### src/rtl/rv_decode_pkg.sv
package rv_decode_pkg;

	// Datapath width
	localparam int xlen = 32;

	// Major opcodes, bits [6:0]
	localparam logic [6:0] opcode_lui    = 7'b0110111;
	localparam logic [6:0] opcode_auipc  = 7'b0010111;
	localparam logic [6:0] opcode_jal    = 7'b1101111;
	localparam logic [6:0] opcode_jalr   = 7'b1100111;
	localparam logic [6:0] opcode_branch = 7'b1100011;
	localparam logic [6:0] opcode_load   = 7'b0000011;
	localparam logic [6:0] opcode_store  = 7'b0100011;
	localparam logic [6:0] opcode_itype  = 7'b0010011;
	localparam logic [6:0] opcode_rtype  = 7'b0110011;
	localparam logic [6:0] opcode_fence  = 7'b0001111;
	// ECALL, EBREAK and the Zicsr forms
	localparam logic [6:0] opcode_system = 7'b1110011;

	// SRLI / SRAI share this funct3
	localparam logic [2:0] itype_srxi = 3'b101;

	// Zicsr funct3 codes
	localparam logic [2:0] csr_csrrw  = 3'b001;
	localparam logic [2:0] csr_csrrs  = 3'b010;
	localparam logic [2:0] csr_csrrc  = 3'b011;
	localparam logic [2:0] csr_csrrwi = 3'b101;
	localparam logic [2:0] csr_csrrsi = 3'b110;
	localparam logic [2:0] csr_csrrci = 3'b111;

	// ALU operand A source
	typedef enum logic [1:0] {
		alu_src_a_none = 2'd0,
		alu_src_a_pc   = 2'd1,
		alu_src_a_rd1  = 2'd2,
		alu_src_a_rs1  = 2'd3
	} alu_src_a_e;

	// ALU operand B source
	typedef enum logic [2:0] {
		alu_src_b_none  = 3'd0,
		alu_src_b_imm   = 3'd1,
		alu_src_b_rd2   = 3'd2,
		alu_src_b_shamt = 3'd3,
		alu_src_b_csr   = 3'd4
	} alu_src_b_e;

	// Register file write data source, used in writeback
	typedef enum logic [2:0] {
		rf_wd_none = 3'd0,
		rf_wd_alu  = 3'd1,
		rf_wd_lui  = 3'd2,
		rf_wd_jump = 3'd3,
		rf_wd_load = 3'd4,
		rf_wd_csr  = 3'd5
	} rf_wd_e;

	// One instruction word, six format views
	typedef union packed {
		struct packed {
			logic [6:0] funct7;
			logic [4:0] rs2;
			logic [4:0] rs1;
			logic [2:0] funct3;
			logic [4:0] rd;
			logic [6:0] opcode;
		} r;
		struct packed {
			logic [11:0] imm_11_0;
			logic [4:0]  rs1;
			logic [2:0]  funct3;
			logic [4:0]  rd;
			logic [6:0]  opcode;
		} i;
		struct packed {
			logic [6:0] imm_11_5;
			logic [4:0] rs2;
			logic [4:0] rs1;
			logic [2:0] funct3;
			logic [4:0] imm_4_0;
			logic [6:0] opcode;
		} s;
		struct packed {
			logic       imm_12;
			logic [5:0] imm_10_5;
			logic [4:0] rs2;
			logic [4:0] rs1;
			logic [2:0] funct3;
			logic [3:0] imm_4_1;
			logic       imm_11;
			logic [6:0] opcode;
		} b;
		struct packed {
			logic [19:0] imm_31_12;
			logic [4:0]  rd;
			logic [6:0]  opcode;
		} u;
		struct packed {
			logic       imm_20;
			logic [9:0] imm_10_1;
			logic       imm_11;
			logic [7:0] imm_19_12;
			logic [4:0] rd;
			logic [6:0] opcode;
		} j;
	} instr_word_u;

endpackage

### src/rtl/decode_ctrl_if.sv
`timescale 1ns/1ps

interface decode_ctrl_if import rv_decode_pkg::*; ();
	logic       jump;
	logic       branch;
	alu_src_a_e alu_src_a_select;
	alu_src_b_e alu_src_b_select;
	logic       csr_write_enable;
	logic       rf_write;
	rf_wd_e     rf_wd_select;
	logic       mem_read;
	logic       mem_write;
	// Opcode not in the decode table
	logic       illegal;

	// Driven by the control unit
	modport control (output jump, branch, alu_src_a_select, alu_src_b_select,
		csr_write_enable, rf_write, rf_wd_select, mem_read, mem_write, illegal);

	// Operand muxes only need the two selects
	modport sel (input alu_src_a_select, alu_src_b_select);

	// Levels captured in the decode/execute register
	modport stage (input jump, branch, csr_write_enable, rf_write, rf_wd_select,
		mem_read, mem_write, illegal);
endinterface

### src/rtl/instruction_decoder.sv
`timescale 1ns/1ps

module instruction_decoder import rv_decode_pkg::*; (
	input  instr_word_u     instr,
	output logic [6:0]      opcode,
	output logic [2:0]      funct3,
	output logic [4:0]      rd,
	output logic [4:0]      rs1,
	output logic [4:0]      rs2,
	output logic [xlen-1:0] imm
);

	// Field positions shared by every format that has them
	assign opcode = instr.r.opcode;
	assign funct3 = instr.r.funct3;
	assign rd     = instr.r.rd;
	assign rs1    = instr.r.rs1;
	assign rs2    = instr.r.rs2;

	always_comb begin
		imm = '0;
		case (opcode)
			// Upper immediates come out already shifted
			opcode_lui, opcode_auipc: begin
				imm = {instr.u.imm_31_12, 12'b0};
			end
			opcode_jal: begin
				imm = {{(xlen-20){instr.j.imm_20}}, instr.j.imm_19_12,
					instr.j.imm_11, instr.j.imm_10_1, 1'b0};
			end
			opcode_branch: begin
				imm = {{(xlen-12){instr.b.imm_12}}, instr.b.imm_11,
					instr.b.imm_10_5, instr.b.imm_4_1, 1'b0};
			end
			opcode_store: begin
				imm = {{(xlen-12){instr.s.imm_11_5[6]}}, instr.s.imm_11_5,
					instr.s.imm_4_0};
			end
			// Plain I format, sign-extended 12 bits
			opcode_jalr, opcode_load, opcode_itype, opcode_fence: begin
				imm = {{(xlen-12){instr.i.imm_11_0[11]}}, instr.i.imm_11_0};
			end
			// CSR address, never sign-extended
			opcode_system: begin
				imm = {{(xlen-12){1'b0}}, instr.i.imm_11_0};
			end
			// R type and unknown opcodes carry no immediate
			default: begin
				imm = '0;
			end
		endcase
	end

endmodule

### src/rtl/control_unit.sv
`timescale 1ns/1ps

module control_unit import rv_decode_pkg::*; (
	input  logic [6:0]     opcode,
	input  logic [2:0]     funct3,
	input  logic           write_done,
	input  logic           trap_done,
	decode_ctrl_if.control ctrl,
	output logic           pc_stall
);

	// Hold fetch until writeback and trap entry both finish
	assign pc_stall = !write_done || !trap_done;

	always_comb begin
		// Everything idles unless the opcode asks for it
		ctrl.jump             = 1'b0;
		ctrl.branch           = 1'b0;
		ctrl.alu_src_a_select = alu_src_a_none;
		ctrl.alu_src_b_select = alu_src_b_none;
		ctrl.csr_write_enable = 1'b0;
		ctrl.rf_write         = 1'b0;
		ctrl.rf_wd_select     = rf_wd_none;
		ctrl.mem_read         = 1'b0;
		ctrl.mem_write        = 1'b0;
		ctrl.illegal          = 1'b0;

		case (opcode)
			// Immediate goes straight to rd
			opcode_lui: begin
				ctrl.rf_write     = 1'b1;
				ctrl.rf_wd_select = rf_wd_lui;
			end
			// PC plus upper immediate
			opcode_auipc: begin
				ctrl.alu_src_a_select = alu_src_a_pc;
				ctrl.alu_src_b_select = alu_src_b_imm;
				ctrl.rf_write         = 1'b1;
				ctrl.rf_wd_select     = rf_wd_alu;
			end
			// Target is PC + imm, rd gets PC+4
			opcode_jal: begin
				ctrl.jump             = 1'b1;
				ctrl.alu_src_a_select = alu_src_a_pc;
				ctrl.alu_src_b_select = alu_src_b_imm;
				ctrl.rf_write         = 1'b1;
				ctrl.rf_wd_select     = rf_wd_jump;
			end
			// Target is R[rs1] + imm
			opcode_jalr: begin
				ctrl.jump             = 1'b1;
				ctrl.alu_src_a_select = alu_src_a_rd1;
				ctrl.alu_src_b_select = alu_src_b_imm;
				ctrl.rf_write         = 1'b1;
				ctrl.rf_wd_select     = rf_wd_jump;
			end
			// ALU compares the two registers
			opcode_branch: begin
				ctrl.branch           = 1'b1;
				ctrl.alu_src_a_select = alu_src_a_rd1;
				ctrl.alu_src_b_select = alu_src_b_rd2;
			end
			opcode_load: begin
				ctrl.alu_src_a_select = alu_src_a_rd1;
				ctrl.alu_src_b_select = alu_src_b_imm;
				ctrl.rf_write         = 1'b1;
				ctrl.rf_wd_select     = rf_wd_load;
				ctrl.mem_read         = 1'b1;
			end
			opcode_store: begin
				ctrl.alu_src_a_select = alu_src_a_rd1;
				ctrl.alu_src_b_select = alu_src_b_imm;
				ctrl.mem_write        = 1'b1;
			end
			opcode_itype: begin
				ctrl.alu_src_a_select = alu_src_a_rd1;
				// Shifts take only the shamt bits
				ctrl.alu_src_b_select = (funct3 == itype_srxi) ? alu_src_b_shamt
					: alu_src_b_imm;
				ctrl.rf_write         = 1'b1;
				ctrl.rf_wd_select     = rf_wd_alu;
			end
			opcode_rtype: begin
				ctrl.alu_src_a_select = alu_src_a_rd1;
				ctrl.alu_src_b_select = alu_src_b_rd2;
				ctrl.rf_write         = 1'b1;
				ctrl.rf_wd_select     = rf_wd_alu;
			end
			// No-op at this stage
			opcode_fence: begin
			end
			opcode_system: begin
				case (funct3)
					// Register forms, operand from R[rs1]
					csr_csrrw, csr_csrrs, csr_csrrc: begin
						ctrl.csr_write_enable = 1'b1;
						ctrl.alu_src_a_select = alu_src_a_rd1;
						ctrl.rf_write         = 1'b1;
						ctrl.rf_wd_select     = rf_wd_csr;
					end
					// Immediate forms, rs1 field is the uimm
					csr_csrrwi, csr_csrrsi, csr_csrrci: begin
						ctrl.csr_write_enable = 1'b1;
						ctrl.alu_src_a_select = alu_src_a_rs1;
						ctrl.rf_write         = 1'b1;
						ctrl.rf_wd_select     = rf_wd_csr;
					end
					// ECALL / EBREAK, nothing to select
					default: begin
					end
				endcase
				// Set and clear forms need the old CSR value
				if (ctrl.csr_write_enable && funct3 != csr_csrrw && funct3 != csr_csrrwi) begin
					ctrl.alu_src_b_select = alu_src_b_csr;
				end
			end
			default: begin
				ctrl.illegal = 1'b1;
			end
		endcase
	end

endmodule

### src/rtl/register_file.sv
`timescale 1ns/1ps

module register_file import rv_decode_pkg::*; (
	input  logic            clk,
	input  logic            rst,
	input  logic [4:0]      rs1,
	input  logic [4:0]      rs2,
	output logic [xlen-1:0] rd1,
	output logic [xlen-1:0] rd2,
	input  logic            wb_we,
	input  logic [4:0]      wb_rd,
	input  logic [xlen-1:0] wb_data
);

	// x0 has no storage
	logic [xlen-1:0] regs [1:31];

	always_ff @(posedge clk) begin
		if (rst) begin
			for (int k = 1; k < 32; k++) begin
				regs[k] <= '0;
			end
		end else if (wb_we && wb_rd != 5'd0) begin
			regs[wb_rd] <= wb_data;
		end
	end

	// No write bypass, same-cycle reads see the old value
	assign rd1 = (rs1 == 5'd0) ? '0 : regs[rs1];
	assign rd2 = (rs2 == 5'd0) ? '0 : regs[rs2];

endmodule

### src/rtl/operand_select.sv
`timescale 1ns/1ps

module operand_select import rv_decode_pkg::*; (
	decode_ctrl_if.sel      sel,
	input  logic [xlen-1:0] pc,
	input  logic [xlen-1:0] rd1,
	input  logic [xlen-1:0] rd2,
	input  logic [4:0]      rs1,
	input  logic [xlen-1:0] imm,
	input  logic [xlen-1:0] csr_rdata,
	output logic [xlen-1:0] src_a,
	output logic [xlen-1:0] src_b
);

	// Source A mux
	always_comb begin
		case (sel.alu_src_a_select)
			alu_src_a_pc:  src_a = pc;
			alu_src_a_rd1: src_a = rd1;
			// CSR uimm lives in the rs1 field
			alu_src_a_rs1: src_a = {{(xlen-5){1'b0}}, rs1};
			default:       src_a = '0;
		endcase
	end

	// Source B mux
	always_comb begin
		case (sel.alu_src_b_select)
			alu_src_b_imm:   src_b = imm;
			alu_src_b_rd2:   src_b = rd2;
			// Low five bits only, drops the SRAI funct7 bit
			alu_src_b_shamt: src_b = {{(xlen-5){1'b0}}, imm[4:0]};
			alu_src_b_csr:   src_b = csr_rdata;
			default:         src_b = '0;
		endcase
	end

endmodule

### src/rtl/decode_stage.sv
`timescale 1ns/1ps

module decode_stage import rv_decode_pkg::*; (
	input  logic            clk,
	input  logic            rst,
	input  logic            instr_valid,
	input  instr_word_u     instr,
	input  logic [xlen-1:0] pc,
	input  logic            write_done,
	input  logic            trap_done,
	input  logic [xlen-1:0] csr_rdata,
	input  logic            wb_we,
	input  logic [4:0]      wb_rd,
	input  logic [xlen-1:0] wb_data,
	output logic            pc_stall,
	output logic            ex_valid,
	output logic            ex_jump,
	output logic            ex_branch,
	output logic            ex_mem_read,
	output logic            ex_mem_write,
	output logic            ex_rf_write,
	output rf_wd_e          ex_rf_wd_select,
	output logic            ex_csr_write,
	output logic            ex_illegal,
	output logic [xlen-1:0] ex_src_a,
	output logic [xlen-1:0] ex_src_b,
	output logic [xlen-1:0] ex_store_data,
	output logic [xlen-1:0] ex_imm,
	output logic [4:0]      ex_rd,
	output logic [2:0]      ex_funct3,
	output logic [xlen-1:0] ex_pc
);

	logic [6:0]      opcode;
	logic [2:0]      funct3;
	logic [4:0]      rd;
	logic [4:0]      rs1;
	logic [4:0]      rs2;
	logic [xlen-1:0] imm;
	logic [xlen-1:0] rd1;
	logic [xlen-1:0] rd2;
	logic [xlen-1:0] src_a;
	logic [xlen-1:0] src_b;
	logic            load;

	decode_ctrl_if ctrl_bus ();

	instruction_decoder u_decoder (
		.instr  (instr),
		.opcode (opcode),
		.funct3 (funct3),
		.rd     (rd),
		.rs1    (rs1),
		.rs2    (rs2),
		.imm    (imm)
	);

	control_unit u_control (
		.opcode     (opcode),
		.funct3     (funct3),
		.write_done (write_done),
		.trap_done  (trap_done),
		.ctrl       (ctrl_bus.control),
		.pc_stall   (pc_stall)
	);

	register_file u_regs (
		.clk     (clk),
		.rst     (rst),
		.rs1     (rs1),
		.rs2     (rs2),
		.rd1     (rd1),
		.rd2     (rd2),
		.wb_we   (wb_we),
		.wb_rd   (wb_rd),
		.wb_data (wb_data)
	);

	operand_select u_operands (
		.sel       (ctrl_bus.sel),
		.pc        (pc),
		.rd1       (rd1),
		.rd2       (rd2),
		.rs1       (rs1),
		.imm       (imm),
		.csr_rdata (csr_rdata),
		.src_a     (src_a),
		.src_b     (src_b)
	);

	// Take the instruction only when valid and not stalled
	assign load = instr_valid && !pc_stall;

	// Decode/execute register, anything else becomes an all-zero bubble
	always_ff @(posedge clk) begin
		if (rst || !load) begin
			ex_valid        <= 1'b0;
			ex_jump         <= 1'b0;
			ex_branch       <= 1'b0;
			ex_mem_read     <= 1'b0;
			ex_mem_write    <= 1'b0;
			ex_rf_write     <= 1'b0;
			ex_rf_wd_select <= rf_wd_none;
			ex_csr_write    <= 1'b0;
			ex_illegal      <= 1'b0;
			ex_src_a        <= '0;
			ex_src_b        <= '0;
			ex_store_data   <= '0;
			ex_imm          <= '0;
			ex_rd           <= '0;
			ex_funct3       <= '0;
			ex_pc           <= '0;
		end else begin
			ex_valid        <= 1'b1;
			ex_jump         <= ctrl_bus.jump;
			ex_branch       <= ctrl_bus.branch;
			ex_mem_read     <= ctrl_bus.mem_read;
			ex_mem_write    <= ctrl_bus.mem_write;
			ex_rf_write     <= ctrl_bus.rf_write;
			ex_rf_wd_select <= ctrl_bus.rf_wd_select;
			ex_csr_write    <= ctrl_bus.csr_write_enable;
			ex_illegal      <= ctrl_bus.illegal;
			ex_src_a        <= src_a;
			ex_src_b        <= src_b;
			// Store data is always R[rs2]
			ex_store_data   <= rd2;
			ex_imm          <= imm;
			ex_rd           <= rd;
			ex_funct3       <= funct3;
			ex_pc           <= pc;
		end
	end

endmodule

### config.mk
export PLATFORM = sky130hd
export DESIGN_NAME = decode_stage
export DESIGN_NICKNAME = d
export VERILOG_FILES = /design/src/rtl/rv_decode_pkg.sv /design/src/rtl/decode_ctrl_if.sv /design/src/rtl/instruction_decoder.sv /design/src/rtl/control_unit.sv /design/src/rtl/register_file.sv /design/src/rtl/operand_select.sv /design/src/rtl/decode_stage.sv
export SDC_FILE = /design/constraint.sdc
export NUM_CORES = 2
export LEC_CHECK = 0
export ABC_AREA = 1
export BUFFER_PORTS_ARGS = -buffer_cell sky130_fd_sc_hd__buf_4
export CAP_MARGIN = 20
export CORE_UTILIZATION = 28
export DETAILED_ROUTE_END_ITERATION = 8
export PLACE_DENSITY_LB_ADDON = 0.3
export SLEW_MARGIN = 5
export SYNTH_ARGS = -nofsm -noshare
export SYNTH_HDL_FRONTEND = slang
export SYNTH_SLANG_ARGS = --single-unit
### constraint.sdc
create_clock -name clk -period 2.23 [get_ports clk]
set_input_delay 0.3345 -clock clk [delete_from_list [all_inputs] [get_ports clk]]
set_output_delay 0.3345 -clock clk [all_outputs]
set_load 0.01 [all_outputs]
==> results.md <==
* Nets at 8359
* Initial DRC count at 8296
* Overflow after GRT at 0
* # fillers at 22500
* Post-Place Cells at 10900
* Critical Path RT at 2910 ps
* Top FF cell, synth: edfxtp_1
* All-Layer GR Usage at 24.4%
* Synthesized instance count at 7578
* Ys Warns at 0
* Synth-to-Final Area Change at 27.4%
* Slew headroom at 27.1%
* Worst EP arrival at 2830 ps
* Fmax at 464 MHz
* Via density per instance at 5.26
* Num CTS Buffers at 140
* CP Max Fanout at 2
* Slew @ Worst Pin at 1080 ps
* Clock Path Buffers at 3
* Mapped Area at 0.0629 mm^2
* Layout cells sized above 1 at 15.7%
* Die X at 476 um
* Via Count at 59500
* Die Span Y at 476 um
* Core footprint at 0.223 mm^2
* Async SR Flop Fraction at 0%
* Switch Pwr at 15700 uW
* CTS clk-pin slew, worst paths at 60 ps
* Largest net degree at the start of global routing at 69
* DIE AREA at 0.227 mm^2
* EDFF count, synth at 1024
* Post-synth top area share at 48.9%
* Sequential share of the synthesized area at 54.6%
* Clock latency on the worst-skew pair at 810 ps
* Flop pwr share at 45.5%
* Fin cells at 11300
* Yosys top cell by area: edfxtp_1
* Starting Density at 28.2%
* CTS tree: done
* Final min period at 2160 ps
* Placement Rows at 173
* Pleak at 0.0334 uW
* Worst VDD drop at 0.921 mV
* Final period util at 96.7%
* Pint at 41300 uW
* CP endpoint kind: flip-flop
* First-pass DRT Iterations at 8
* Final total power at 57000 uW
* Register bit total from synthesis at 1203
* Initial antenna violation count at 13
* First-pass GRT wire length at 399000 um
* Residual DRC at 0
* Drt wl/cell at 25.1 um
* Port-buffer cells at 318
* Final setup viols at 0
* H-tree depth at 4
* Routed Antenna Nets at 0
* Vias in the first global route at 55400
* Mapped Avg Cell Area at 8.30 um^2
* Dpl hpwl at 196000 um
* Count leader, synth: nor2_1
* CTS root buf: clkbuf_16
* Clk_skew at 45.2 ps
* Final hold vios at 0
* Io pins at 319
* Kind of critical path: reg2reg
* Clock power frac at 40.1%
* Final Max Slew Viols at 0
* Commonest cells post-synth: nor2_1, nand2_1, edfxtp_1
* Gpl congestion at 0.971
* Outcome: finished clean
* Yosys cell types at 40
* CP Launch Type: flip-flop
* Hold WC Path Type: in2reg
* RSZ-0062 raised after global routing: no
* WHS at 46.8 ps
* WL final at 284000 um
* Logic pwr share at 14.4%
* Switching Fraction at 27.5%
* Pwr Density at 711 mW/mm^2
* Main area contributors after synthesis: edfxtp_1, nor2_1, nand2_1
* Clock sink count at 1203
* Max-cap violations at 0
[kinds of logic after synthesis]
group / synth area share (%)
other: 0.00596
AO/OA/AOI/OAI: 14.1
buffers and inverters: 9.07
flip-flops: 54.6
AND/OR/NAND/NOR: 22.2
[critical path, cell delays in order (launching register included)]
cell	delay, ps
edfxtp_1	440
o21ai_0	190
nand2_1	120
buf_12	140
nand2_1	50
nand2_1	90
nor2_1	280
nand2_1	390
nand4_1	220
a21oi_1	100
[cell type report]
| cell class | instances | area, um^2 | share of cell area (%) |
|---|---|---|---|
| Antenna cell | 5 | 12.5 | 0.0156 |
| Multi-Input combinational cell | 5056 | 23100 | 28.9 |
| Clock inverter | 63 | 455 | 0.568 |
| Tap cell | 2975 | 3720 | 4.64 |
| Timing Repair Buffer | 1125 | 11800 | 14.8 |
| Sequential cell | 1203 | 34300 | 42.8 |
| Inverter | 694 | 2620 | 3.27 |
| Clock buffer | 191 | 4020 | 5.01 |
[routing by layer]
layer	share of wire (%)	GRT usage [%]	vias to the layer above
met5	0.033	0	-
met4	6.1	13.6	14
met3	11	5.54	671
met2	44	38.0	3794
met1	39	31.2	28400
li1	-	-	26600
[per-stage QoR]
stage	cell area, um^2	util, %	TNS, ps	setup slack, ps
after global placement	74600	33.5	-37620	-581
after global routing	80100	36.0	0	40.3
final	80100	36.0	0	74.5
after CTS	80100	36.0	0	105
after floorplan	63000	-	-136120	-147
after detailed placement	74600	33.5	-44010	-550
[path summary, 6_finish.rpt]
kind | endpoint | cells after the start | startpoint | slack (ps)
max | ex_src_b[19] | 9 | u_regs.regs[19][19] | 70
min | ex_src_b[29] | 4 | csr_rdata[29] | 50
max reg2reg | ex_src_b[19] | 9 | u_regs.regs[19][19] | 70
min reg2reg | ex_store_data[20] | 6 | u_regs.regs[20][20] | 810
[flip-flops by register name (all words and copies together) (netlist names)]
name             cells
ex_pc               32
ex_mem_read          1
ex_store_data       32
ex_rf_wd_select      3
ex_csr_write         1
ex_jump              1
ex_src_a            32
ex_rf_write          1
ex_mem_write         1
ex_rd                5
ex_imm              32
u_regs.regs       1024
ex_src_b            32
ex_illegal           1
ex_branch            1
ex_valid             1
ex_funct3            3
[power groups by stage]
| stage | Sequential [uW] | Combinational, uW | Clock (uW) |
|---|---|---|---|
| floorplan | 26200 | 3820 | 0 |
| global placement | 26300 | 7830 | 0 |
| detailed placement | 26400 | 7880 | 0 |
| CTS | 25900 | 8060 | 23200 |
| global route | 26000 | 8700 | 24000 |
| finish | 25900 | 8220 | 22900 |
[timing repair]
item / in CTS / in global routing
setup buffers: 0 / 0
gates resized for setup: 0 / 1
hold endpoints to repair: 139 / 0
setup endpoints to repair: 0 / 1
hold buffers: 107 / 0
[cells in the final DEF, fill, tap and decap left out, types with 54 or more instances in the layout]
master | Yosys | final
a21oi_1 | 534 | 534
buf_12 | 0 | 248
buf_4 | 17 | 766
clkbuf_16 | 0 | 148
dfxtp_1 | 179 | 179
dlygate4sd3_1 | 0 | 107
edfxtp_1 | 1024 | 1024
inv_1 | 683 | 677
nand2_1 | 1365 | 1323
nand3_1 | 558 | 556
nor2_1 | 1447 | 1446
o211ai_1 | 402 | 402
o21ai_0 | 535 | 535
o21ai_1 | 54 | 54
Power figures use the tool's default switching activity.
